**config.mk**
```make
export PLATFORM = sky130hd
export DESIGN_NAME = kd_node_counter
export DESIGN_NICKNAME = d
export VERILOG_FILES = /design/src/logic/kd_node_counter.sv
export VERILOG_INCLUDE_DIRS = /design/src
export SDC_FILE = /design/constraint.sdc
export NUM_CORES = 1
export LEC_CHECK = 0
export ABC_CLOCK_PERIOD_IN_PS = 1300
export BUFFER_PORTS_ARGS = -buffer_cell sky130_fd_sc_hd__buf_2
export CAP_MARGIN = 40
export CORE_AREA = 2 2 39 41
export DETAILED_ROUTE_END_ITERATION = 12
export DIE_AREA = 0 0 41 43
export PLACE_DENSITY = 0.37
export SLEW_MARGIN = 20
export SYNTH_ARGS = -nofsm -noshare
export SYNTH_HDL_FRONTEND = slang
export SYNTH_SLANG_ARGS = --single-unit
```
**constraint.sdc**
```tcl
create_clock -name clk -period 1.3 [get_ports clk]
set_clock_uncertainty 0.05 [all_clocks]
set_input_delay 0.26 -clock clk [delete_from_list [all_inputs] [get_ports clk]]
set_output_delay 0.26 -clock clk [all_outputs]
set_load 0.01 [all_outputs]
```
**src/kd_params.svh**
```systemverilog
/*
 kd-tree search sizing
 depth, node count and patch geometry shared by package and rtl
*/

`ifndef KD_PARAMS_SVH
`define KD_PARAMS_SVH

// tree levels, also search latency in cycles
`define KD_DEPTH 6

// internal nodes, (1 << KD_DEPTH) - 1
`define KD_NODES 63

// components per patch
`define KD_COMPONENTS 5

// bits per component, per median and per index field
`define KD_COMP_WIDTH 11

`endif

```
**src/logic/kd_node_counter.sv**
```systemverilog
/*
 serial load address counter
 clears on request, steps per accepted word, flags the last node
*/

`timescale 1ns/1ps
`default_nettype none

`include "kd_params.svh"

module kd_node_counter (
    input  wire                  clk,
    input  wire                  rst_n,
    input  wire                  cnt_clr_i,  // restart at node 0
    input  wire                  cnt_adv_i,  // one word written
    output logic [`KD_DEPTH-1:0] cnt_addr_o,
    output logic                 cnt_last_o  // pointing at the final node
);

    logic [`KD_DEPTH-1:0] addr_q;

    always_ff @(posedge clk) begin
        if (!rst_n) begin
            addr_q <= '0;
        end else if (cnt_clr_i) begin // clear wins over advance
            addr_q <= '0;
        end else if (cnt_adv_i) begin
            addr_q <= addr_q + 1'b1;
        end
    end

    assign cnt_addr_o = addr_q;
    assign cnt_last_o = (addr_q == `KD_DEPTH'(`KD_NODES - 1)); // node 62

endmodule

`default_nettype wire

```
## Word level (Yosys, flattened, before mapping)

Index checks and enable logic that the tools add are counted.

- Eq/ne operators: 1
- Bitwise logic cells: 1
- Reductions and logical operators: 1
- Add/subtract/negate cells: 1

Operators with widths:

| kind | number |
|---|---|
| $add 6x1->6 const B | 1 |
| $eq 6x6->1 const B | 1 |
| $reduce_or 2->1 | 1 |
| $not 1->1 | 1 |

- Register bits after elaboration: 6
- Output and inout bits: 7

## Depth between registers and ports, before layout

- Depth in word-level cells: 2
- Depth in mapped cells: 4
- Depth with buffers taken out: 4

## Worst setup path after synthesis

Ideal clock, no wire load.

- Path type: register to register
- Start point: reg addr_q[2], in the netlist cnt_addr_o[2]
- End point: reg addr_q[5], in the netlist cnt_addr_o[5]
- Cell stages (with the launch flop): 4
- Path slack: 0.130 ns
- Buffers on the path: 0
- Library setup time: 0.070 ns
- Arrival: 1.050 ns
- Cells stage by stage: dfxtp_1 -> nand4_2 -> or3_1 -> a21oi_1

- Longest elaborated chain between the ends: 1

Ends and longest elaborated chain:

| what | RTL line | RTL |
|---|---|---|
| start, declared | kd_node_counter.sv:20 | `` logic [`KD_DEPTH-1:0] addr_q; `` |
| start signal, assigned | kd_node_counter.sv:28 | `addr_q <= addr_q + 1'b1;` |
| $add 6x1->6 | kd_node_counter.sv:28 |  |

No other way between the ends.
A chain may end at the register's enable or synchronous reset.

## Final worst setup path

- Start point: reg addr_q[0], in the netlist cnt_addr_o[0]
- End point: out cnt_last_o

- Longest elaborated chain between the ends: 1

Ends and longest elaborated chain:

| what | RTL line | RTL |
|---|---|---|
| $eq 6x6->1 | kd_node_counter.sv:33 | `` assign cnt_last_o = (addr_q == `KD_DEPTH'(`KD_NODES - 1)); `` |
| end, declared | kd_node_counter.sv:17 | `output logic cnt_last_o` |

No other way between the ends.

==> out/qor.yml <==
power_and_ir_drop:
  p_leak_nw: 0.1874
  ir_drop_uv: 281.7
  total_power_uw: 399.6
  power_density_nw_per_um2: 934.0
floorplan:
  die_area_um2: 1763
  ioPinCount: 11
  die_y_um: 43
  dieWidth_um: 41
  placementRows: 14
  start_util: 0.1962
  core_area_um2: 1384
detailed_routing:
  firstDrtPassIters: 2
  wl_met2_um: 294
  num_vias: 262
  drtAntennaViolNets: 0
  totalWireLength_um: 632
  drt-met1-wl_um: 290
  wl_met3_um: 42
  drtIter0Drc: 1
  top_layer: "met4"
  vias_per_cell: 4.159
  drc: 0
  wl_per_cell_um: 10.03
timing:
  fmax_mhz: 751.7
  setup_ws_ps: -30.34
  rsz0062_at_grt: "true"
  relSlewSlack: 0.8358
  period_needed_ps: 1330
  hold_viol: 0
  maxSlewViolCount: 0
  period_share: 1.023
  finalSetupViolations: 1
  worst_pin_slew_ps: 246.4
logic_synthesis:
  syn_area_um2: 271.5
  ys_seq_elements: 6
  syn_inst: 30
  synth.distinct_cells: 15
  yosysWarningCount: 0
  syn_avg_cell_area_um2: 9.050
  syn_nets: 36
  yosysSeqAreaShare: 0.4424
worst_setup_path:
  crit_required_ps: 990
  crit_family: "flip-flops"
  startpoint_type: "register"
  arrival_ps: 1020
  end_kind: "primary output"
  timing_worst_setup_path_type: "register to primary output"
  slowest_stage: "dfxtp_2"
  slowest_delay_ps: 320
  worstPathCellList: "inv_2, ha_4, nand3_2, nor2_1, buf_2"
  path_max_fanout: 2
  cp.buffers_inverters: 2
job:
  cap_violations: 0
global_routing:
  grt_usage: 0.09146
  antenna_found_initial: 0
  grt_remaining_overflow: 0
  grt_pass1_wl_um: 972
  grt_pass1_vias: 231
  grt_start_max_net_pins: 7
hold_path:
  hold_class: "input pin to register"
cts:
  cts_buffer_depth: 2
  numCtsBuffers: 3
  cts_tree: "yes"
  insertion_delay_ps: 250
  cts_sinks: 6
  h-tree-depth: 1
  path_clk_slew_ps: 50
  clock-root-buffer: "clkbuf_4"
final_layout:
  instances_no_fill: 63
  fill_cells: 152
  largest_register_ff_count: 6
  fin_util: 0.3092
  drive_gt1_frac: 0.5319
  syn_to_final_growth_pct: 57.60
  num_antenna_cells: 0
  final_nets: 55
placement:
  pre_cts_slack_ps: 92.36
  finalWeightedCongestion: 0.6961
  detailed_place_hpwl_um: 443.3
  io_buffers: 10
  dp.cells: 58
outcome:
  outcome: "finished with violations"
  violations: "setup timing"
[routing by layer]
layer | global-route usage | up-vias
met2 | 0.1000 | 7
met3 | 0.04712 | 2
li1 | - | 139
met4 | 0.1000 | 0
met1 | 0.1129 | 114
met5 | 0 | -
[placed cells by master, fill, tap and decap left out, types with 2 or more instances in the layout]
| cell | netlist | routed |
|---|---|---|
| buf_2 | 0 | 9 |
| buf_4 | 0 | 4 |
| clkbuf_4 | 0 | 3 |
| dfxtp_1 | 6 | 4 |
| nand2_1 | 3 | 2 |
| nor2_1 | 6 | 6 |
| xor2_1 | 3 | 3 |
[cell usage after synthesis, drive strengths merged]
master  count  area share
nand4       2       0.069
nand3       1       0.018
nand2b      1       0.023
dfxtp       6        0.44
ha          2       0.092
nor2        6       0.083
o21ai       1       0.018
a211oi      1       0.028
inv         1       0.014
xnor2       1       0.032
or3         1       0.023
xor2        3       0.097
a21oi       1       0.018
nand2       3       0.041
[timing repair]
item                       in CTS  in global routing
buffers inserted                2                  0
pin swaps                       2                  4
hold endpoints to repair        0                  0
gates resized for setup         7                  3
setup endpoints to repair       1                  5
hold buffers                    0                  0
[stage by stage]
| step | hold WS [ps] | cell area [µm²] | TNS [ps] |
|---|---|---|---|
| after global placement | 431.2 | 356.6 | 0 |
| after CTS | 222.0 | 416.7 | -56.26 |
| after global routing | 247.1 | 427.9 | -81.02 |
| final | 245.8 | 427.9 | -30.34 |
| after detailed placement | 460.3 | 356.6 | 0 |
| after floorplan | 304.6 | 271.5 | 0 |
[area by class of cell]
class / count / area (µm²) / share of cell area
Sequential cell: 6 / 125.1 / 0.2924
Tap cell: 16 / 20.02 / 0.04678
Multi-Input combinational cell: 23 / 170.2 / 0.3977
Inverter: 1 / 3.754 / 0.008772
Timing Repair Buffer: 14 / 86.33 / 0.2018
Clock buffer: 3 / 22.52 / 0.05263
[logic make-up (layout without fill, tap and decap cells)]
family                     after synthesis  in the layout  share of synthesized area
buffers and inverters                    1             18                    0.01381
adders and majority gates                2              2                    0.09215
AOI/OAI and AO/OA                        3              3                    0.06449
and+or+nand+nor                         14             14                     0.2581
xor gates and xnor gates                 4              4                     0.1291
DFF                                      6              6                     0.4424
[final timing paths]
path / from / endpoint / slack, ps / depth (start not counted)
setup / recovery: cnt_addr_o[0] / cnt_last_o / -30 / 5
hold / removal: cnt_adv_i / cnt_addr_o[1] / 250 / 2
setup reg to reg: cnt_addr_o[0] / cnt_addr_o[4] / 60 / 6
hold reg to reg: cnt_addr_o[5] / cnt_addr_o[5] / 470 / 2
[power by group]
part           switching [mW]  internal [mW]
logic                  0.0184         0.0197
clock network          0.0679          0.104
registers             0.00247          0.187
total                  0.0887          0.311
[worst reg2reg max path, delay by kind of cell, from the launching register on]
kind	cells	cell delay [ps]
DFF	1	320
buffers and inverters	2	270
adders and majority gates	1	190
and+or+nand+nor	2	150
xor gates and xnor gates	1	150
Power figures use the tool's default switching activity.
