[src/kd_params.svh]
/*
 kd-tree search sizing
 depth, node count and patch geometry shared by package and rtl
*/

`ifndef KD_PARAMS_SVH
`define KD_PARAMS_SVH

// tree levels, also search latency in cycles
`define KD_DEPTH 6

// internal nodes, (1 << KD_DEPTH) - 1
`define KD_NODES 63

// components per patch
`define KD_COMPONENTS 5

// bits per component, per median and per index field
`define KD_COMP_WIDTH 11

`endif

[src/logic/kd_pkg.sv]
/*
 kd-tree types
 patch, node config, lane stage and load state
*/

`default_nettype none

`include "kd_params.svh"

package kd_pkg;

    // one search patch, comp[0] in the low bits
    typedef struct packed {
        logic [`KD_COMPONENTS-1:0][`KD_COMP_WIDTH-1:0] comp;
    } patch_t;

    // 22-bit node word
    typedef struct packed {
        logic [`KD_COMP_WIDTH-1:0] comp_idx; // low 3 bits pick component, 5..7 map to 0
        logic [`KD_COMP_WIDTH-1:0] median;
    } node_cfg_t;

    // what moves from one tree level to the next
    typedef struct packed {
        logic                 valid;
        logic [`KD_DEPTH-1:0] pos;   // node position inside the level
        patch_t               patch;
    } lane_stage_t;

    // tree load controller states
    typedef enum logic [1:0] {
        IDLE  = 2'd0,
        LOAD  = 2'd1, // serial words being written
        READY = 2'd2  // tree complete, searches allowed
    } load_state_e;

endpackage

`default_nettype wire

[src/logic/kd_node_table.sv]
/*
 node configuration table
 63 node registers with one write port, a registered host read and a flat search view
*/

`timescale 1ns/1ps
`default_nettype none

`include "kd_params.svh"

module kd_node_table (
    input  wire                                      clk,
    input  wire                                      rst_n,
    input  wire                                      wen_i,
    input  wire        [`KD_DEPTH-1:0]               waddr_i,
    input  wire        kd_pkg::node_cfg_t            wdata_i,
    input  wire                                      rd_i,
    input  wire        [`KD_DEPTH-1:0]               raddr_i,
    output kd_pkg::node_cfg_t                        rdata_o,
    output logic                                     rdata_valid_o,
    output kd_pkg::node_cfg_t [`KD_NODES-1:0]        nodes_o
);

    kd_pkg::node_cfg_t [`KD_NODES-1:0] node_q;
    kd_pkg::node_cfg_t                 rdata_q;
    logic                              rvalid_q;
    logic                              waddr_ok;
    logic                              raddr_ok;

    // 6-bit address reaches 63, which has no node
    assign waddr_ok = (waddr_i < `KD_DEPTH'(`KD_NODES));
    assign raddr_ok = (raddr_i < `KD_DEPTH'(`KD_NODES));

    // node storage, cleared so an unloaded tree sends everything right
    always_ff @(posedge clk) begin
        if (!rst_n) begin
            node_q <= '0;
        end else if (wen_i && waddr_ok) begin
            node_q[waddr_i] <= wdata_i;
        end
    end

    // host read data, one cycle after the strobe
    always_ff @(posedge clk) begin
        if (rd_i) begin
            rdata_q <= raddr_ok ? node_q[raddr_i] : '0; // addr 63 reads as zero
        end
    end

    always_ff @(posedge clk) begin
        if (!rst_n) begin
            rvalid_q <= 1'b0;
        end else begin
            rvalid_q <= rd_i; // single-cycle pulse per read
        end
    end

    assign rdata_o       = rdata_q;
    assign rdata_valid_o = rvalid_q;
    assign nodes_o       = node_q; // both lanes look at the live table

endmodule

`default_nettype wire

[config.mk]
export PLATFORM = sky130hd
export DESIGN_NAME = kd_node_table
export DESIGN_NICKNAME = d
export VERILOG_FILES = /design/src/logic/kd_pkg.sv /design/src/logic/kd_node_table.sv
export VERILOG_INCLUDE_DIRS = /design/src
export SDC_FILE = /design/constraint.sdc
export NUM_CORES = 2
export LEC_CHECK = 0
export BUFFER_PORTS_ARGS = -buffer_cell sky130_fd_sc_hd__clkbuf_2
export CAP_MARGIN = 20
export CORE_AREA = 2 2 561 563
export DETAILED_ROUTE_END_ITERATION = 7
export DIE_AREA = 0 0 563 565
export SYNTH_ARGS = -nofsm -noshare
export SYNTH_HDL_FRONTEND = slang
export SYNTH_SLANG_ARGS = --single-unit
export TNS_END_PERCENT = 1
[constraint.sdc]
create_clock -name clk -period 2.35 [get_ports clk]
set_clock_uncertainty 0.15 [all_clocks]
set_input_delay 0.235 -clock clk [delete_from_list [all_inputs] [get_ports clk]]
set_output_delay 0.235 -clock clk [all_outputs]
set_load 0.02 [all_outputs]
* After elaboration in Yosys (flattened, before gate mapping)
Index checks and enable logic that the tools add are counted.
W data, S select, Z words.
** Storage, ports and cells
- Bits in registers :: 1409
- Input bits :: 38
- Output and inout port bits :: 1409
- Logic and storage cells :: 141
** Operators by class
- Order comparisons :: 5
- Mux-type cells :: 5
- Reduce and logical (&&, ||, !) cells :: 2
** Operator list (count)
- $bwmux W1386 :: 1
- $bmux W22 S6 :: 1
- $demux W22 S6 :: 1
- $mux W22 :: 2
- $lt A6 B7 Y1 const B :: 2
- $lt A6 B6 Y1 const B :: 2
- $ge A6 B1 Y1 const B :: 1
- $logic_and A1 B1 Y1 :: 2

* Longest topological paths before layout
- Depth after elaboration :: 5
- Gate-level depth with buffers :: 11
- Mapped depth without buffers :: 5

* Least setup slack after synthesis
OpenSTA, ideal clock, no wires.
- Path kind :: input to register
- Start point :: input raddr_i[0]
- End point :: register rdata_q, in the netlist rdata_o[11] (data pin)
- Library setup time :: 0.273 ns
- Arrival :: 1.797 ns
- Required time :: 1.927 ns
- Path slack :: 0.129 ns
- Cell stages on the path :: 7
- Path buffers :: 3
- Path through :: buf_4 > buf_6 > buf_2 > mux4_2 > mux2_2 > a21oi_1 > o32ai_1
** Between the ends
- Word-level cells in the longest chain between the ends :: 2
- Elaborated cells on any way between the ends :: 3
- Classes of those cells :: order compare (1); mux (2)
** Ends and longest elaborated chain
- start: declaration :: RTL line kd_node_table.sv:18 : input wire [`KD_DEPTH-1:0] raddr_i,
- $bmux W22 S6 :: RTL line kd_node_table.sv:46 : rdata_q <= raddr_ok ? node_q[raddr_i] : '0;
- $mux W22 (implied by the code) :: RTL line kd_node_table.sv:46
- end signal: assignment :: RTL line kd_node_table.sv:46
- end: declaration :: RTL line kd_node_table.sv:25 : kd_pkg::node_cfg_t rdata_q;
Several ways; a longest one is shown, not always the timed one. The select of a mux whose other input is x is not followed.
A chain may end at the register's enable or synchronous reset.

* Final worst setup path
- Start point :: register node_q, in the netlist nodes_o[331]
- End point :: register rdata_q, in the netlist rdata_o[1] (data pin)
** Between the ends
- Word-level cells in the longest chain between the ends :: 2
** Ends and longest elaborated chain
- start: declaration :: RTL line kd_node_table.sv:24 : kd_pkg::node_cfg_t [`KD_NODES-1:0] node_q;
- start signal: indexed assignment :: RTL line kd_node_table.sv:39 : node_q[waddr_i] <= wdata_i;
- $bmux W22 S6 :: RTL line kd_node_table.sv:46
- $mux W22 (implied by the code) :: RTL line kd_node_table.sv:46
No other way between the ends. The select of a mux whose other input is x is not followed.

==> flow_summary.ini <==
[worst_setup_path]
critPathLaunch = nodes_o[331]
max_stage_delay_ns = 0.51
setup.worst_path.start_class = flop
crit_required_ns = 2.76
critPathSlowestCell = mux2i_1
cp_max_fo = 3
cp_cell_sequence = mux2i_1 > o21ai_0 > nor4_4 > buf_6 > o32ai_1
critPathKind = flop to flop
rr_startpoint = nodes_o[331]
crit_arrival_ns = 2.85
critPathCaptureType = flop

[yosys]
syn_area_per_cell_um2 = 9.05
synth_area_leaders = dfxtp_1, nand2_1, a21boi_0, mux4_2, mux2i_1
yosysSeqAreaShare_pct = 43.9
synth_edf_count = 22
synth-main-ff-cell = dfxtp_1
synth_seq_cells = 1409
async_flop_share_pct = 0
yosysWarnings = 0
synth.distinct_cells = 63
synth_top_cell_area_share_pct = 42.9
synth_nets = 7201
synthCells = 7163
syn-cell-area_um2 = 64800
synth_top_cell_by_area = dfxtp_1

[clock_network]
cts_tree = yes
root_buffer = clkbuf_16
htreeDepth = 4
clock_insertion_delay_worst_skew_ns = 0.85
cts.sinks = 1409
cts_buffer_depth = 4
cts_made_buffers = 170
clk_pin_slew_ns = 0.06
cts_setup_buffers = 0

[power_and_ir_drop]
pwr_density_cell_nw_per_um2 = 641
power.leakage_nw = 34.0
peakVddDrop_v = 0.000778

[run_status]
status = finished with violations
violations = negative setup slack

[sta]
rsz0062_at_grt = yes
slew_violations = 0
worst_slew_pin_slew_ns = 1.04
finalSetupViolCount = 6
hold_ws_ns = 0.103
relSlewSlack_pct = 30.8
min_period_over_period_pct = 104
fmax_mhz = 410
min_period_ns = 2.44
timing.final.ws_setup_ns = -0.0875
tns_ns = -0.303
finalHoldViolations = 0

[global_routing]
grt_start_max_net_pins = 138
grt_pass1_vias = 59500
antenna_found_initial = 27
grt_pass1_wl_um = 576000
gr-usage-all-layers_pct = 26.6
gr-total-overflow = 0

[die]
die_y_um = 565
ios = 1447
core_area_um2 = 311000
fp.dieW_um = 563
initial_utilization_pct = 20.8
num_rows = 205
dieArea_um2 = 318000

[route]
wl_met3_um = 46700
drtAntennaViolNets = 0
routedWlPerCell_um = 33.6
top_layer = met5
wl_um = 444000
drt-met1-wl_um = 173000
drt_first_pass_iters = 5
vias = 65000
viasPerCell = 4.91
drt_iter0_drc = 8535
wl_met2_um = 194000
drc = 0

[job]
cap_violations = 0

[layout]
post-route-util_pct = 28.7
final_cell_mix = nand2_1, clkbuf_2, dfxtp_1
layout_commonest_cell = nand2_1
drive_gt1_share_pct = 33.1
finalInstanceArea_um2 = 89500
fin_nets = 8973
areaGrowthSynthToFinish_pct = 38.0

[placement]
gp_congestion = 0.948
portBuffers = 1446
post-place-ws_ns = -1.22
hpwl_um = 343000
dpl_cell_area_um2 = 83000

[min_path]
hold_path.class = input port to flop
min_from = waddr_i[4]
[layout make-up]
class,instances,area [um2]
well taps,4140,5180
diodes,10,25.0
inverters,7,26.3
clock buffers,234,4930
multi-input cells,5045,33400
repair buffers,2302,16500
flip-flops and latches,1409,28400
fillers,32800,222000
clock inverters,73,885
[cells by family after synthesis]
| logic type | after synthesis | synth area share [%] |
|---|---|---|
| compound gates | 1459 | 16.8 |
| buf+inv | 709 | 5.32 |
| flops | 1409 | 43.9 |
| mux | 698 | 15.6 |
| simple gates | 2888 | 18.4 |
[cell usage after synthesis, types with 27 or more instances]
library cell / n
a211oi_1: 63
a21boi_0: 1091
a21boi_1: 98
buf_2: 190
buf_4: 27
buf_6: 35
clkbuf_1: 421
dfxtp_1: 1387
mux2_2: 96
mux2i_1: 367
mux4_2: 213
nand2_1: 2449
nor2_1: 94
nor2b_1: 238
o22ai_1: 51
[sequential cells by signal, indices dropped and copies added, names as in the netlist]
| register | flops |
|---|---|
| rdata_o | 22 |
| nodes_o | 1386 |
| rdata_valid_o | 1 |
[metrics by stage]
stage               cells  power (mW)
finish              13200        57.3
global route        13200        58.6
CTS                 13200        57.5
detailed placement  12900        29.6
global placement    12900        29.6
floorplan            7163        26.8
[path summary, 6_finish.rpt]
check	slack (ns)	to	cells after the start
min	0.10	nodes_o[1247]	5
max	-0.09	rdata_o[1]	5
min reg2reg	0.32	nodes_o[1204]	2
max reg2reg	-0.09	rdata_o[1]	5
[metal layers]
| metal | vias up | GRT usage [%] |
|---|---|---|
| met5 | - | 0 |
| met4 | 4 | 14.6 |
| met3 | 906 | 7.55 |
| met2 | 4256 | 41.6 |
| met1 | 32000 | 33.0 |
| li1 | 27800 | - |
[timing repair]
item	in CTS	in global routing
hold endpoints to repair	1301	1
pin swaps	10	11
hold buffers	24	1
setup endpoints to repair	20	18
resized for setup	66	34
[critical path: cells and delay by family (launching register included)]
kind                   cells  cell delay (ns)
flip-flops                 1             0.40
AO/OA/AOI/OAI              2             0.38
buffers and inverters      1             0.22
multiplexers               1             0.51
AND/OR/NAND/NOR            1             0.51
[where the power goes]
| group | internal [mW] | switching (mW) |
|---|---|---|
| combinational | 1.69 | 3.22 |
| clock | 16.3 | 11.9 |
| sequential | 24.1 | 0.145 |
| total | 42.1 | 15.2 |
No activity file was read; power rests on OpenSTA's default activity.
