`config.mk`:
```
export PLATFORM = sky130hd
export DESIGN_NAME = kd_load_fsm
export DESIGN_NICKNAME = d
export VERILOG_FILES = /design/src/logic/kd_pkg.sv /design/src/logic/kd_load_fsm.sv
export VERILOG_INCLUDE_DIRS = /design/src
export SDC_FILE = /design/constraint.sdc
export NUM_CORES = 1
export LEC_CHECK = 0
export BUFFER_PORTS_ARGS = -buffer_cell sky130_fd_sc_hd__buf_4
export CORE_AREA = 2 2 39 41
export CTS_CLUSTER_SIZE = 8
export DETAILED_ROUTE_END_ITERATION = 6
export DIE_AREA = 0 0 41 43
export GPL_TIMING_DRIVEN = 0
export PLACE_DENSITY_LB_ADDON = 0.05
export SYNTH_ARGS = -nofsm -noshare
export SYNTH_HDL_FRONTEND = slang
export SYNTH_SLANG_ARGS = --single-unit
```
`constraint.sdc`:
```
create_clock -name clk -period 1.6 [get_ports clk]
set_clock_uncertainty 0.2 [all_clocks]
set_input_delay 0 -clock clk [delete_from_list [all_inputs] [get_ports clk]]
set_output_delay 0 -clock clk [all_outputs]
set_load 0.01 [all_outputs]
```
`src/kd_params.svh`:
```
/*
 kd-tree search sizing
 depth, node count and patch geometry shared by package and rtl
*/

`ifndef KD_PARAMS_SVH
`define KD_PARAMS_SVH

// tree levels, also search latency in cycles
`define KD_DEPTH 6

// internal nodes, (1 << KD_DEPTH) - 1
`define KD_NODES 63

// components per patch
`define KD_COMPONENTS 5

// bits per component, per median and per index field
`define KD_COMP_WIDTH 11

`endif

```
`src/logic/kd_pkg.sv`:
```
/*
 kd-tree types
 patch, node config, lane stage and load state
*/

`default_nettype none

`include "kd_params.svh"

package kd_pkg;

    // one search patch, comp[0] in the low bits
    typedef struct packed {
        logic [`KD_COMPONENTS-1:0][`KD_COMP_WIDTH-1:0] comp;
    } patch_t;

    // 22-bit node word
    typedef struct packed {
        logic [`KD_COMP_WIDTH-1:0] comp_idx; // low 3 bits pick component, 5..7 map to 0
        logic [`KD_COMP_WIDTH-1:0] median;
    } node_cfg_t;

    // what moves from one tree level to the next
    typedef struct packed {
        logic                 valid;
        logic [`KD_DEPTH-1:0] pos;   // node position inside the level
        patch_t               patch;
    } lane_stage_t;

    // tree load controller states
    typedef enum logic [1:0] {
        IDLE  = 2'd0,
        LOAD  = 2'd1, // serial words being written
        READY = 2'd2  // tree complete, searches allowed
    } load_state_e;

endpackage

`default_nettype wire

```
`src/logic/kd_load_fsm.sv`:
```
/*
 tree load controller
 serial load sequencing, host write arbitration and search ready
*/

`timescale 1ns/1ps
`default_nettype none

module kd_load_fsm (
    input  wire  clk,
    input  wire  rst_n,
    input  wire  load_start_i,   // pulse, restarts a serial load from any state
    input  wire  load_valid_i,   // serial word present
    input  wire  cfg_wr_i,       // host write strobe
    input  wire  cnt_last_i,     // counter at last node
    output logic cnt_clr_o,
    output logic cnt_adv_o,
    output logic tbl_wen_o,
    output logic tbl_sel_host_o, // 1 = host addr/data, 0 = serial load
    output logic ready_o
);

    kd_pkg::load_state_e state_q;
    kd_pkg::load_state_e state_d;
    logic                ready_q;
    logic                load_wr;   // serial word accepted this cycle
    logic                host_wr;   // host write accepted this cycle

    // a fresh start in LOAD discards the word offered alongside it
    assign load_wr = (state_q == kd_pkg::LOAD) && load_valid_i && !load_start_i;
    // host port locked out while the stream owns the table
    assign host_wr = (state_q != kd_pkg::LOAD) && cfg_wr_i;

    always_comb begin
        state_d = state_q;
        case (state_q)
            kd_pkg::IDLE: begin
                if (load_start_i) state_d = kd_pkg::LOAD;
            end
            kd_pkg::LOAD: begin
                if (load_start_i) begin
                    state_d = kd_pkg::LOAD; // restart, counter clears
                end else if (load_wr && cnt_last_i) begin
                    state_d = kd_pkg::READY; // node 62 written
                end
            end
            kd_pkg::READY: begin
                if (load_start_i) state_d = kd_pkg::LOAD;
            end
            default: state_d = kd_pkg::IDLE;
        endcase
    end

    always_ff @(posedge clk) begin
        if (!rst_n) begin
            state_q <= kd_pkg::IDLE;
            ready_q <= 1'b0;
        end else begin
            state_q <= state_d;
            ready_q <= (state_d == kd_pkg::READY); // follows state, no extra lag
        end
    end

    assign cnt_clr_o      = load_start_i;
    assign cnt_adv_o      = load_wr;
    assign tbl_wen_o      = load_wr || host_wr; // never both at once
    assign tbl_sel_host_o = host_wr;
    assign ready_o        = ready_q;

endmodule

`default_nettype wire

```
---- Word-level counts from Yosys, hierarchy flattened ----
Index checks and enable logic that the tools add are counted.
storage, ports and cells
  register bits after elaboration ......... 3
  bits of input ports ..................... 6
  logic and storage cells ................. 18
  output and inout bits ................... 5
cells by class
  eq/ne operators ......................... 4
  reductions and logical operators ........ 8
  multiplexer cells ....................... 4
operators by type and width
  kind                  count
  $mux W2               3
  $eq A2 B2 Y1 const B  2
  $logic_and A1 B1 Y1   4
  $pmux W2 S2           1
  $eq A2 B1 Y1 const B  1
  $logic_not A2 Y1      1
  $ne A2 B1 Y1 const B  1
  $reduce_or A2 Y1      1
  $logic_not A1 Y1      1
  $logic_or A1 B1 Y1    1

---- Longest topological paths before layout ----
  depth after elaboration ................. 8
  depth in mapped cells ................... 2
  gate-level depth less buffers ........... 2

---- Worst setup path before layout ----
No wires, ideal clock.
  path kind ............................... reg2out
  from .................................... reg state_q[1]
  to ...................................... out tbl_wen_o
  data required time ...................... 1400 ps
  cell stages (with the launch flop) ...... 3
  data arrival time ....................... 775 ps
  slack ................................... 625 ps
  path buffers ............................ 0
  cells stage by stage .................... dfxtp_1 > and4bb_1 > a21o_1
between the ends
  word-level cells in the longest chain between the ends .. 4
  elaborated cells on any way between the ends .. 6
  classes of those cells .................. eq/ne (2); reduce/logical (4)
RTL lines
  element                            RTL line           source
  from (decl)                        kd_load_fsm.sv:23  kd_pkg::load_state_e state_q;
  from (signal assigned)             kd_load_fsm.sv:56  state_q <= kd_pkg::IDLE;
  from (signal assigned)             kd_load_fsm.sv:59  state_q <= state_d;
  $eq A2 B1 Y1                       kd_load_fsm.sv:30  assign load_wr = (state_q == kd_pkg::LOAD) && load_valid_i && !load_start_i;
  $logic_and A1 B1 Y1 (2 in series)  kd_load_fsm.sv:30
  net cnt_adv_o                      kd_load_fsm.sv:17  output logic cnt_adv_o,
  $logic_or A1 B1 Y1                 kd_load_fsm.sv:66  assign tbl_wen_o = load_wr || host_wr;
  to (decl)                          kd_load_fsm.sv:18  output logic tbl_wen_o,
The timed path passes the listed nets, and every way through them passes these cells.

---- Worst setup path after layout ----
  from .................................... in load_start_i
  to ...................................... reg state_q[1]
between the ends
  word-level cells in the longest chain between the ends .. 6
  elaborated cells on any way between the ends .. 7
  classes of those cells .................. mux (4); reduce/logical (3)
RTL lines
  element              RTL line           source
  from (decl)          kd_load_fsm.sv:12  input wire load_start_i,
  $logic_not A1 Y1     kd_load_fsm.sv:30
  $logic_and A1 B1 Y1  kd_load_fsm.sv:30
  $logic_and A1 B1 Y1  kd_load_fsm.sv:43  end else if (load_wr && cnt_last_i) begin
  $mux W2              kd_load_fsm.sv:43
  $mux W2              kd_load_fsm.sv:41  if (load_start_i) begin
  $pmux W2 S2 *        kd_load_fsm.sv:36  case (state_q)
Every way passes the cells marked *; elsewhere a longest branch is shown, timed or not.
A chain may end at the register's enable or synchronous reset.

==> flow_results.org <==
** Place
- Number of port buffers :: 10
- Routability-driven placement finished with a final weighted congestion of 0.6483.
- Cell count after placement :: 42
- In this run the cell area measured after placement is 249.0 µm².
- OpenSTA, run right after detailed placement, puts the worst setup slack at 0.5231 ns.

** Worst setup path
- Grouping stages by cell kind, the critical path spends the most delay in buffers and inverters.
- The cell that appears most often on the critical path is dlygate4sd3_1.
- Max stage delay on crit path :: 0.55 ns
- Critical Path, Cell by Cell :: dlygate4sd3_1 > buf_4 > nand2b_1 > a21oi_1 > dlygate4sd3_1
- The critical path is of the in2reg type.
- Arr. time, crit path :: 1.51 ns
- CP required :: 1.56 ns
- Kind of end point of the critical path :: register
- Critical Path Fanout Max :: 4
- Buffer and inverter count on the worst path :: 3
- STA classifies the critical path startpoint as a primary input.
- Worst-path cell with the longest stage delay :: dlygate4sd3_1

** Job
- Max-cap violations :: 0

** Final layout
- Of the cells placed in the final design, the portion with a size suffix greater than 1 is 0.4722.
- Antenna diode count :: 0
- The final layout contains 43 nets.
- Most common cell after layout, fill and taps aside :: buf_4
- Registers take 62.56 µm².
- After the flow finishes, the layout carries non-filler instances totaling 52.
- Synth-to-layout area growth :: 122.0%
- Cell area after layout :: 341.6 µm²
- Measured on the finished design, the core utilization comes to 0.2468.
- Fill cells in the final layout number 157.
- In the layout the commonest cells are buf_4 (11), dlygate4sd3_1 (6), clkbuf_4 (3).
- Summing all multi-input logic gate instances after layout gives 90.09 µm².

** Timing
- Setup slack closes at 0.05135 ns.
- Final hold analysis gives a worst-case slack of 0.08796 ns.
- At the pin with the least slew margin, the transition time is 0.1181 ns.
- Count of endpoints failing hold in the final timing report :: 0
- Setup violators final :: 0
- Timing would allow up to 645.7 MHz.
- Measured against its own limit, the worst slew margin works out to 0.9211.
- Setup repair after global routing left no endpoint under its margin.
- Number of pins with negative max-slew slack in the final report :: 0
- Of the available clock period, the critical path in the final layout requires 0.9679.
- After layout, the minimum clock period comes to 1.549 ns.
- Summed over all failing endpoints, the final setup total negative slack is 0 ns.

** Synth
- Dividing the synthesized area by the synthesized cell count gives 9.619 µm².
- The cell count after synthesis came out at 16.
- The synthesized design contains 3 register bits.
- The share of the Yosys chip area taken by registers is 0.3902.
- Cell variety after synth :: 12
- Synthesis produced a netlist with a net count of 22.
- Yosys printed 0 warnings.
- The cell area that synthesis handed to floorplanning was 153.9 µm².

** GRT
- Pin count of the biggest net entering global routing :: 7
- The via count of the first global-routing pass was 180.
- Total grt overflow :: 0
- The first global-routing pass estimated 683 µm of wire.
- GRT Total Usage :: 0.06024
- The number of antenna violations at the first check in global routing was 0.

** Clock network
- Clock-pin slew was measured on the worst setup and hold paths at 0.03 ns.
- TritonCTS created 3 clock buffers.
- Total setup buffers inserted after CTS :: 0
- CTS built an H-tree with a depth of 1.
- TritonCTS built the clock tree.
- Root Driver :: clkbuf_4
- The clock passes through at most 2 buffers.
- Sink count of the clock tree :: 3
- The later pin in the worst-skew pair is clocked with a latency of 0.23 ns.

** Power
- Power per Cell Area :: 760.6 nW/µm²
- Net switching power :: 0.05514 mW
- Clk network pwr share :: 0.496
- After layout, the design draws a total of 0.2598 mW.
- Combinational fraction of design power :: 0.191
- IR analysis of the VDD net gives a maximum drop of 283.7 µV.
- Static leakage :: 0.1606 nW
- Total internal power :: 0.2047 mW
- Part of the power in registers :: 0.313
- Share of total power consumed by net switching :: 0.2122

** Min path
- Worst min path class :: in2out

** Drt
- DRC violations left :: 0
- Dividing the detail-routed via count by the number of cells gives 3.596.
- The routed layout has 187 vias.
- Per-cell routed wire length :: 8.058 µm
- 1st-pass router iterations :: 1
- DRT iter0 DRCs :: 0
- Count of antenna-violating nets left after detailed routing :: 0
- After detailed routing, the total wire length is 419 µm.

** Die
- 11 I/O pins were placed.
- Number of standard-cell rows in the floorplan :: 14
- Die ar. :: 1763 µm²
- Die outline height :: 43 µm
- Floorplan core area :: 1384 µm²
- The floorplan step set the die width to 41 µm.
- The initial utilization of the core area, before any placement, comes to 0.1112.

** Outcome
- Result of the run :: completed
[state kept, by name (all words and copies together), names as in the netlist]
name,flops
state_q,2
ready_o,1
[Yosys cell counts]
cell type	n	area [µm²]
a21boi_0	1	7.510
or2b_1	1	7.510
dfxtp_1	3	60.06
and4bb_1	1	12.51
and2_1	1	6.260
nand2b_1	2	12.51
nand4b_1	1	8.760
a21oi_1	2	10.01
buf_4	1	7.510
o211a_1	1	10.01
nand2_1	1	3.750
a21o_1	1	7.510
[cell families (layout without fill, tap and decap cells)]
family | after synthesis | after routing | share of synthesized area
and+or+nand+nor | 7 | 7 | 0.3333
DFF | 3 | 3 | 0.3903
AOI/OAI and AO/OA | 5 | 5 | 0.2277
buffers and inverters | 1 | 21 | 0.04880
[layout make-up]
type                       count  share of cell area
timing repair buffer          16              0.3956
multi-input combinational     12              0.2637
sequential                     3              0.1831
clock buffer                   4             0.07692
tap                           16             0.05861
buffer                         1             0.02198
[final timing paths]
check	startpoint	endpoint	slack, ns	depth (start not counted)
hold reg to reg	state_q[0]	ready_o	0.40	2
setup / recovery	load_start_i	state_q[1]	0.05	5
hold / removal	cfg_wr_i	tbl_wen_o	0.09	3
setup reg to reg	state_q[1]	state_q[1]	0.07	3
[power by group through the flow]
stage | sequential (mW) | combinational [mW] | clock, mW
floorplan | 0.0813 | 0.0162 | 0
global placement | 0.0821 | 0.0389 | 0
detailed placement | 0.0820 | 0.0391 | 0
CTS | 0.0808 | 0.0494 | 0.138
global route | 0.0817 | 0.0548 | 0.146
finish | 0.0814 | 0.0495 | 0.129
[per-layer routing]
metal | routed length [µm] | part of all wire | vias up | GRT usage
li1 | - | - | 96 | -
met1 | 211 | 0.50 | 83 | 0.07717
met5 | 0 | 0 | - | 0
met2 | 169 | 0.40 | 8 | 0.06563
met3 | 37 | 0.088 | 0 | 0.03141
met4 | 0 | 0 | 0 | 0.06000
[timing repair]
item	CTS	global route
resized for setup	0	4
hold endpoints to repair	3	0
hold buffers	6	0
endpoints found under the setup margin	0	2
[worst register-to-register path: stages (launching register included)]
cell,delay [ns]
dfxtp_2,0.34
or2b_1,0.26
a21oi_1,0.12
dlygate4sd3_1,0.55
(Power assumes the default switching activity.)
