**config.mk**
```make
export PLATFORM = sky130hd
export DESIGN_NAME = kd_search_lane
export DESIGN_NICKNAME = d
export VERILOG_FILES = /design/src/logic/kd_pkg.sv /design/src/logic/kd_search_lane.sv /design/src/logic/kd_search_level.sv
export VERILOG_INCLUDE_DIRS = /design/src
export SDC_FILE = /design/constraint.sdc
export NUM_CORES = 1
export LEC_CHECK = 0
export BUFFER_PORTS_ARGS = -buffer_cell sky130_fd_sc_hd__clkbuf_2
export CAP_MARGIN = 15
export CORE_AREA = 3 3 566 568
export DETAILED_ROUTE_END_ITERATION = 7
export DIE_AREA = 0 0 569 571
export SLEW_MARGIN = 0
export SYNTH_ARGS = -nofsm -noshare
export SYNTH_HDL_FRONTEND = slang
export SYNTH_SLANG_ARGS = --single-unit
```
**constraint.sdc**
```tcl
create_clock -name clk -period 9.5 [get_ports clk]
set_input_delay 0.475 -clock clk [delete_from_list [all_inputs] [get_ports clk]]
set_output_delay 0.475 -clock clk [all_outputs]
set_load 0.02 [all_outputs]
```
**src/kd_params.svh**
```systemverilog
/*
 kd-tree search sizing
 depth, node count and patch geometry shared by package and rtl
*/

`ifndef KD_PARAMS_SVH
`define KD_PARAMS_SVH

// tree levels, also search latency in cycles
`define KD_DEPTH 6

// internal nodes, (1 << KD_DEPTH) - 1
`define KD_NODES 63

// components per patch
`define KD_COMPONENTS 5

// bits per component, per median and per index field
`define KD_COMP_WIDTH 11

`endif

```
**src/logic/kd_pkg.sv**
```systemverilog
/*
 kd-tree types
 patch, node config, lane stage and load state
*/

`default_nettype none

`include "kd_params.svh"

package kd_pkg;

    // one search patch, comp[0] in the low bits
    typedef struct packed {
        logic [`KD_COMPONENTS-1:0][`KD_COMP_WIDTH-1:0] comp;
    } patch_t;

    // 22-bit node word
    typedef struct packed {
        logic [`KD_COMP_WIDTH-1:0] comp_idx; // low 3 bits pick component, 5..7 map to 0
        logic [`KD_COMP_WIDTH-1:0] median;
    } node_cfg_t;

    // what moves from one tree level to the next
    typedef struct packed {
        logic                 valid;
        logic [`KD_DEPTH-1:0] pos;   // node position inside the level
        patch_t               patch;
    } lane_stage_t;

    // tree load controller states
    typedef enum logic [1:0] {
        IDLE  = 2'd0,
        LOAD  = 2'd1, // serial words being written
        READY = 2'd2  // tree complete, searches allowed
    } load_state_e;

endpackage

`default_nettype wire

```
**src/logic/kd_search_lane.sv**
```systemverilog
/*
 search lane
 KD_DEPTH chained levels turning a patch strobe into a leaf index
*/

`timescale 1ns/1ps
`default_nettype none

`include "kd_params.svh"

module kd_search_lane (
    input  wire                                     clk,
    input  wire                                     rst_n,
    input  wire                                     patch_valid_i, // ready gate applied above
    input  wire  kd_pkg::patch_t                    patch_i,
    input  wire  kd_pkg::node_cfg_t [`KD_NODES-1:0] nodes_i,
    output logic                                    leaf_valid_o,
    output logic [`KD_DEPTH-1:0]                    leaf_index_o
);

    // stage[k] enters level k, stage[KD_DEPTH] is the leaf
    kd_pkg::lane_stage_t stage [0:`KD_DEPTH];

    // every search starts at the root
    assign stage[0] = '{valid: patch_valid_i, pos: '0, patch: patch_i};

    genvar g;
    generate
        for (g = 0; g < `KD_DEPTH; g++) begin : g_level
            kd_search_level #(
                .LEVEL(g)
            ) u_level (
                .clk     (clk),
                .rst_n   (rst_n),
                .stage_i (stage[g]),
                .nodes_i (nodes_i),
                .stage_o (stage[g+1])
            );
        end
    endgenerate

    assign leaf_valid_o = stage[`KD_DEPTH].valid;
    assign leaf_index_o = stage[`KD_DEPTH].pos; // final position is the leaf

endmodule

`default_nettype wire

```
**src/logic/kd_search_level.sv**
```systemverilog
/*
 one registered search level
 picks this level's node, compares one component, steps left or right
*/

`timescale 1ns/1ps
`default_nettype none

`include "kd_params.svh"

module kd_search_level #(
    parameter int LEVEL = 0 // 0 is the root
) (
    input  wire                                clk,
    input  wire                                rst_n,
    input  wire  kd_pkg::lane_stage_t          stage_i,
    input  wire  kd_pkg::node_cfg_t [`KD_NODES-1:0] nodes_i,
    output kd_pkg::lane_stage_t                stage_o
);

    localparam int BASE = (1 << LEVEL) - 1; // first node index of this level

    logic [`KD_DEPTH-1:0]      node_idx;
    kd_pkg::node_cfg_t         node;
    logic [2:0]                comp_sel;
    logic [`KD_COMP_WIDTH-1:0] comp;
    logic                      go_right;
    logic                      valid_q;
    logic [`KD_DEPTH-1:0]      pos_q;
    kd_pkg::patch_t            patch_q;

    assign node_idx = `KD_DEPTH'(BASE) + stage_i.pos; // pos < 2^LEVEL, stays below 63
    assign node     = nodes_i[node_idx];

    // out-of-range selects fall back to component 0
    assign comp_sel = (node.comp_idx[2:0] < 3'(`KD_COMPONENTS)) ? node.comp_idx[2:0] : 3'd0;
    assign comp     = stage_i.patch.comp[comp_sel];
    assign go_right = (comp >= node.median); // ties go right

    always_ff @(posedge clk) begin
        if (!rst_n) begin
            valid_q <= 1'b0;
        end else begin
            valid_q <= stage_i.valid;
        end
    end

    // payload moves every cycle, valid qualifies it
    always_ff @(posedge clk) begin
        pos_q   <= {stage_i.pos[`KD_DEPTH-2:0], go_right}; // 2*pos + right
        patch_q <= stage_i.patch;
    end

    assign stage_o = '{valid: valid_q, pos: pos_q, patch: patch_q};

endmodule

`default_nettype wire

```
# ---- Word-level counts from Yosys, hierarchy flattened
# Index checks and enable logic that the tools add are counted.
dict set report word_totals {
  wordCells 93
  inputBits 1444
  out_inout_bits 7
  reg_bits 302
}
dict set report op_classes {
  mux 28
  magnitude_cmp 23
  add_sub_neg 5
}
# operator count
set op_table {}
lappend op_table {{binary-select mux 22 bit (select 6 bit)} 5}
lappend op_table {{binary-select mux 11 bit (select 3 bit)} 6}
lappend op_table {{two-way mux 14 bit} 5}
lappend op_table {{greater-or-equal comparator 11 bit} 6}
lappend op_table {{two-way mux 11 bit} 6}
lappend op_table {{< comparator 6 x 7 -> 1 bit (second input constant)} 5}
lappend op_table {{< comparator 3 x 4 -> 1 bit (second input constant)} 6}
lappend op_table {{< comparator 3 bit (second input constant)} 6}
lappend op_table {{two-way mux 3 bit} 6}
lappend op_table {{adder 5 x 5 -> 6 bit (first input constant)} 1}
lappend op_table {{adder 4 x 4 -> 5 bit (first input constant)} 1}
lappend op_table {{adder 3 x 3 -> 4 bit (first input constant)} 1}
lappend op_table {{adder 2 x 2 -> 3 bit (first input constant)} 1}
lappend op_table {{adder 1 x 1 -> 2 bit (first input constant)} 1}

# ---- Depth between registers and ports, before layout
dict set report logic_depth {
  word_depth 8
  depth_mapped 29
  mapped_depth_nobuf 21
}

# ---- By module
# From an unflattened synthesis, not the netlist that was laid out.
dict set report unflattened {
  cells_unflattened 3896
  hier_area_um2 55602.1
}
# mod n_inst area_per_inst_um2 cells_per_inst seq_area_each_um2
set by_module_without_submodules {}
lappend by_module_without_submodules {{kd_search_level at g_level[3].u_level} 1 9512.9 683 1241.2}
lappend by_module_without_submodules {{kd_search_level at g_level[1].u_level} 1 9313.9 635 1241.2}
lappend by_module_without_submodules {{kd_search_level at g_level[5].u_level} 1 9267.6 725 1241.2}
lappend by_module_without_submodules {{kd_search_level at g_level[0].u_level} 1 9253.9 638 1241.2}
lappend by_module_without_submodules {{kd_search_level at g_level[4].u_level} 1 9211.3 646 1241.2}
lappend by_module_without_submodules {{kd_search_level at g_level[2].u_level} 1 9038.7 568 1241.2}
lappend by_module_without_submodules {kd_search_lane 1 3.8 1 0.0}

# ---- Least setup slack after synthesis
# Ideal clock, no wire load.
dict set report synth_timing {
  kind {reg2reg}
  from {register g_level[3].u_level.pos_q[0]}
  to {register g_level[4].u_level.pos_q[0]}
  path_stages_with_launch 29
  setup_ns 0.114
  arrival_time_ns 6.115
  slack_ns 3.271
  path_buffers 8
  required_time_ns 9.386
  period_less_slack_ns 6.229
  path_cell_list {dfxtp_1 > buf_2 > buf_4 > buf_6 > buf_1 > buf_2 > inv_1 > ha_1 > buf_1 > buf_1 > mux4_2 > mux2_2 > a21oi_1 > nor3_1 > a21oi_1 > buf_2 > a211oi_1 > nor2_1 > a22oi_1 > ha_1 > nand2b_1 > a21o_1 > a21o_1 > a21o_1 > a21o_1 > a21o_1 > a2111oi_0 > o21bai_1 > a21o_1}
}
dict set report synth_via {
  elab_chain_cells 8
}
# item line
set synth_lines {}
lappend synth_lines {{start, declared} kd_search_level.sv:29} ;# logic [`KD_DEPTH-1:0] pos_q;
lappend synth_lines {{start signal, assigned} kd_search_level.sv:50} ;# pos_q <= {stage_i.pos[`KD_DEPTH-2:0], go_right};
lappend synth_lines {{adder 4 x 4 -> 5 bit (no line) (*)} -}
lappend synth_lines {{binary-select mux 22 bit (select 6 bit) (*)} kd_search_level.sv:33} ;# assign node = nodes_i[node_idx];
lappend synth_lines {{two-way mux 14 bit (not written as such) (*)} kd_search_level.sv:33}
lappend synth_lines {{< comparator 3 bit} kd_search_level.sv:36} ;# assign comp_sel = (node.comp_idx[2:0] < 3'(`KD_COMPONENTS)) ? node.comp_idx[2:0] : 3'd0;
lappend synth_lines {{two-way mux 3 bit} kd_search_level.sv:36}
lappend synth_lines {{binary-select mux 11 bit (select 3 bit)} kd_search_level.sv:37} ;# assign comp = stage_i.patch.comp[comp_sel];
lappend synth_lines {{two-way mux 11 bit (not written as such)} kd_search_level.sv:37}
lappend synth_lines {{greater-or-equal comparator 11 bit (*)} kd_search_level.sv:38} ;# assign go_right = (comp >= node.median);
lappend synth_lines {{net g_level[4].u_level.go_right} kd_search_level.sv:27} ;# logic go_right;
lappend synth_lines {{end signal, assigned} kd_search_level.sv:50}
lappend synth_lines {{end, declared} kd_search_level.sv:29}
# Mark *: on every way through the listed nets, which the timed path passes. The rest lies on a longest branch. The select of a mux whose other input is x is not followed.
# A chain may end at the register's enable or synchronous reset.

# ---- Worst setup path after layout
dict set report layout_timing {
  from {register g_level[4].u_level.pos_q[0]}
  to {register g_level[5].u_level.pos_q[0]}
}
dict set report layout_via {
  elab_chain_cells 8
}
# item line
set layout_lines {}
lappend layout_lines {{adder 5 x 5 -> 6 bit (no line) (*)} -}
lappend layout_lines {{binary-select mux 22 bit (select 6 bit) (*)} kd_search_level.sv:33}
lappend layout_lines {{two-way mux 14 bit (not written as such) (*)} kd_search_level.sv:33}
lappend layout_lines {{< comparator 3 bit} kd_search_level.sv:36}
lappend layout_lines {{two-way mux 3 bit} kd_search_level.sv:36}
lappend layout_lines {{binary-select mux 11 bit (select 3 bit)} kd_search_level.sv:37}
lappend layout_lines {{two-way mux 11 bit (not written as such)} kd_search_level.sv:37}
lappend layout_lines {{greater-or-equal comparator 11 bit (*)} kd_search_level.sv:38}
lappend layout_lines {{net g_level[5].u_level.go_right} kd_search_level.sv:27}
lappend layout_lines {{end signal, assigned} kd_search_level.sv:50}
lappend layout_lines {{end, declared} kd_search_level.sv:29}
# Marked as above.

==> summary.txt <==
Hold Crit Class: in -> reg
Pin count of the biggest net entering global routing: 75
Total track usage: 0.101
Num ports: 1451
Fin nets: 4121
Max Cap Viol: 0
F_max: 140 MHz
Initial antenna violation count: 153
Core box area: 315000 um2
Starting Density: 0.0639
Sw frac: 0.540
P_sw: 7.31 mW
Vias in the first global route: 19200
Cell taking the most area after synthesis: mux4_2
Worst EP required: 10020 ps
Clock power share: 0.094
Final setup margin: 2380 ps
Clock Sinks: 302
Mapped Cells: 1654
Routed Antenna Nets: 0
Setup crit start kind: flop
Post-DP HPWL: 156000 um
Status: finished clean
Leading cell types by total area after synthesis: mux4_2 32%, dfxtp_1 30%, mux2i_1 8.0%, mux2_2 4.6%, ha_1 4.3%
Min Tclk post-route: 7120 ps
WS Path Type: reg -> reg
Leakage: 12.5 nW
Sequential standard cell area: 6060 um2
Post-Synthesis Cell Area: 20200 um2
Avg Vias per Cell: 2.86
Number of synthesized flops with an enable pin: 0
Multi-input gate area: 13500 um2
Die area: 325000 um2
Synth top cells by count: 302 x dfxtp_1, 287 x mux4_2, 161 x mux2i_1, 103 x a21oi_1, 100 x nor2_1
Initial DRC Count: 1153
Total Power: 13.5 mW
1st-pass router iterations: 5
Int Power: 6.24 mW
PD cells: 426 nW/um2
Gp weighted congestion: 0.884
TritonCTS clock tree: built
Endpoints failing hold: 0
First-pass GRT wire length: 210000 um
Final setup vio count: 0
Worst Skew: 53.6 ps
Peak supply drop: 234 uV
Pre-CTS setup slack: 2170 ps
Via count: 19600
GRT overflow: 0
Crit Path Max Fanout: 33
H-tree Lvls: 1
Cell with the most instances after synthesis: dfxtp_1
Fin crit share: 0.750
Synthesized net count: 3168
Syn avg cell area: 12.2 um2
Port-buffer cells: 946
Clk_lat worst skew: 660 ps
Root Buffer: clkbuf_16
RSZ-0062 raised after global routing: false
Num CTS Buffers: 31
Layout filler cell count: 36300
Layout cell share with drive strength beyond 1: 0.562
Clock buffer depth: 3
Yosys reg bits: 302
Die Wd: 569 um
Crit end category: flop
Residual DRC: 0
Main synth FF type: dfxtp_1
Combinational group share of total power: 0.793
Drt wl/cell: 25.2 um
Hold Slack: 36.1 ps
Setup tns final: 0 ps
Fin. max-slew vios: 0
Synth async-reset ratio: 0
P&R area growth vs syn: 57.8%
Share of power burned in registers: 0.113
Seq/Total Area, Yosys: 0.300
Worst slew pin tran: 1230 ps
Yosys cell types: 64
Relative slew slack: 0.171
Core Util, Final: 0.101
Critical Path AT: 7640 ps
Yosys Warn Count: 0
Post-synth top area share: 0.321
Clock-pin slew on the worst setup and hold paths: 70 ps
FP Rows: 206
Final WL: 173000 um
Die Y: 571 um
-- sequential cells by signal (all words and copies together) (netlist names) --
signal and cells:
g_level.u_level.pos_q 21, g_level.u_level.stage_o 275, g_level.u_level.valid_q 6
-- worst max-delay path, cell delays in order (launching register included) --
cell and delay, ps:
dfxtp_4 620, inv_1 330, ha_4 960, buf_4 410, mux4_2 490, mux4_2 490, nand2_1 80, a21oi_1 280
or2_2 450, nor2_2 390, nand2_1 100, a32oi_1 260, ha_1 270, nand2b_1 140, a21o_1 170, a21o_1 160
a21o_1 180, a21o_1 180, a21o_1 170, a2111oi_0 430, o21bai_1 170, a21o_1 200
-- power by group through the flow --
stage / clock network, mW / registers [mW] / logic, mW
floorplan: 0 / 1.46 / 6.24
global placement: 0 / 1.57 / 11.3
detailed placement: 0 / 1.57 / 11.3
CTS: 1.32 / 1.54 / 11.4
global route: 1.36 / 1.55 / 11.8
finish: 1.27 / 1.53 / 10.7
-- cell type report --
type	count	area share
Timing Repair Buffer	1060	0.180
Tap cell	4160	0.164
Sequential cell	302	0.190
Multi-Input combinational cell	1190	0.426
Clock inverter	21	0.00704
Antenna cell	55	0.00433
Clock buffer	36	0.0259
Inverter	22	0.00260
-- cell families (layout without fill, tap and decap cells) --
family	count (synthesis)	count (layout)	synth area share
xor gates and xnor gates	7	7	0.00546
buffers and inverters	162	1139	0.0355
other	0	55	0
muxes	540	540	0.452
and+or+nand+nor	262	262	0.0606
AOI/OAI and AO/OA	311	311	0.103
DFF	302	302	0.300
adders and majority gates	70	70	0.0435
-- placed cells by master, fill, tap and decap left out, types with 8 or more instances in the layout --
cell           synthesis  routed
buf_4                  3      64
mux2_1                 9       9
a21o_1                30      30
o21ai_1                6       8
clkinv_2               0       9
mux2_2                83      83
o31ai_1               10      10
nor2b_1               23      22
nor3_1                13      12
o211ai_1              20      20
a22o_1                10      10
nand2_1               75      75
inv_1                 22      22
o22ai_1               12      12
a211oi_1              35      29
ha_1                  70      67
diode_2                0      55
and2_1                11      11
a21oi_1              103     103
dlygate4sd3_1          0      48
nor2_1               100     100
a221o_1               11      11
dfxtp_1              302     298
o21ai_0               27      25
mux4_2               287     287
mux2i_1              161     160
clkbuf_16              0      31
o21a_1                11      11
clkbuf_2               0     946
-- repair_timing --
action                    CTS  global route
gates resized for setup     0             0
hold endpoints to repair   48             0
setup buffers               0             0
hold buffers               48             0
-- worst paths after layout --
| kind | endpoint | slack, ps | depth (start not counted) | start |
|---|---|---|---|---|
| worst min register to register | g_level[1].u_level.stage_o[16] | 340 | 0 | g_level[0].u_level.stage_o[16] |
| worst min-delay path | g_level[0].u_level.stage_o[17] | 40 | 1 | patch_i[17] |
| worst max-delay path | g_level[5].u_level.pos_q[0] | 2380 | 21 | g_level[4].u_level.pos_q[0] |
| worst max register to register | g_level[5].u_level.pos_q[0] | 2380 | 21 | g_level[4].u_level.pos_q[0] |
-- routing by layer --
| metal | GRT usage | wire length [um] | vias to the layer above |
|---|---|---|---|
| li1 | - | - | 8552 |
| met1 | 0.108 | 62900 | 9456 |
| met2 | 0.196 | 91300 | 1192 |
| met3 | 0.0173 | 9560 | 351 |
| met4 | 0.0373 | 8930 | 18 |
| met5 | 0 | 123 | - |
-- per-stage QoR --
| step | instance area (um2) | cells |
|---|---|---|
| 2_1_floorplan | 20200 | 1654 |
| 3_3_place_gp | 30100 | 6684 |
| 3_5_place_dp | 30100 | 6686 |
| 4_1_cts | 31700 | 6791 |
| 5_1_grt | 31800 | 6831 |
| 6_report | 31800 | 6846 |
(Power assumes the default switching activity.)
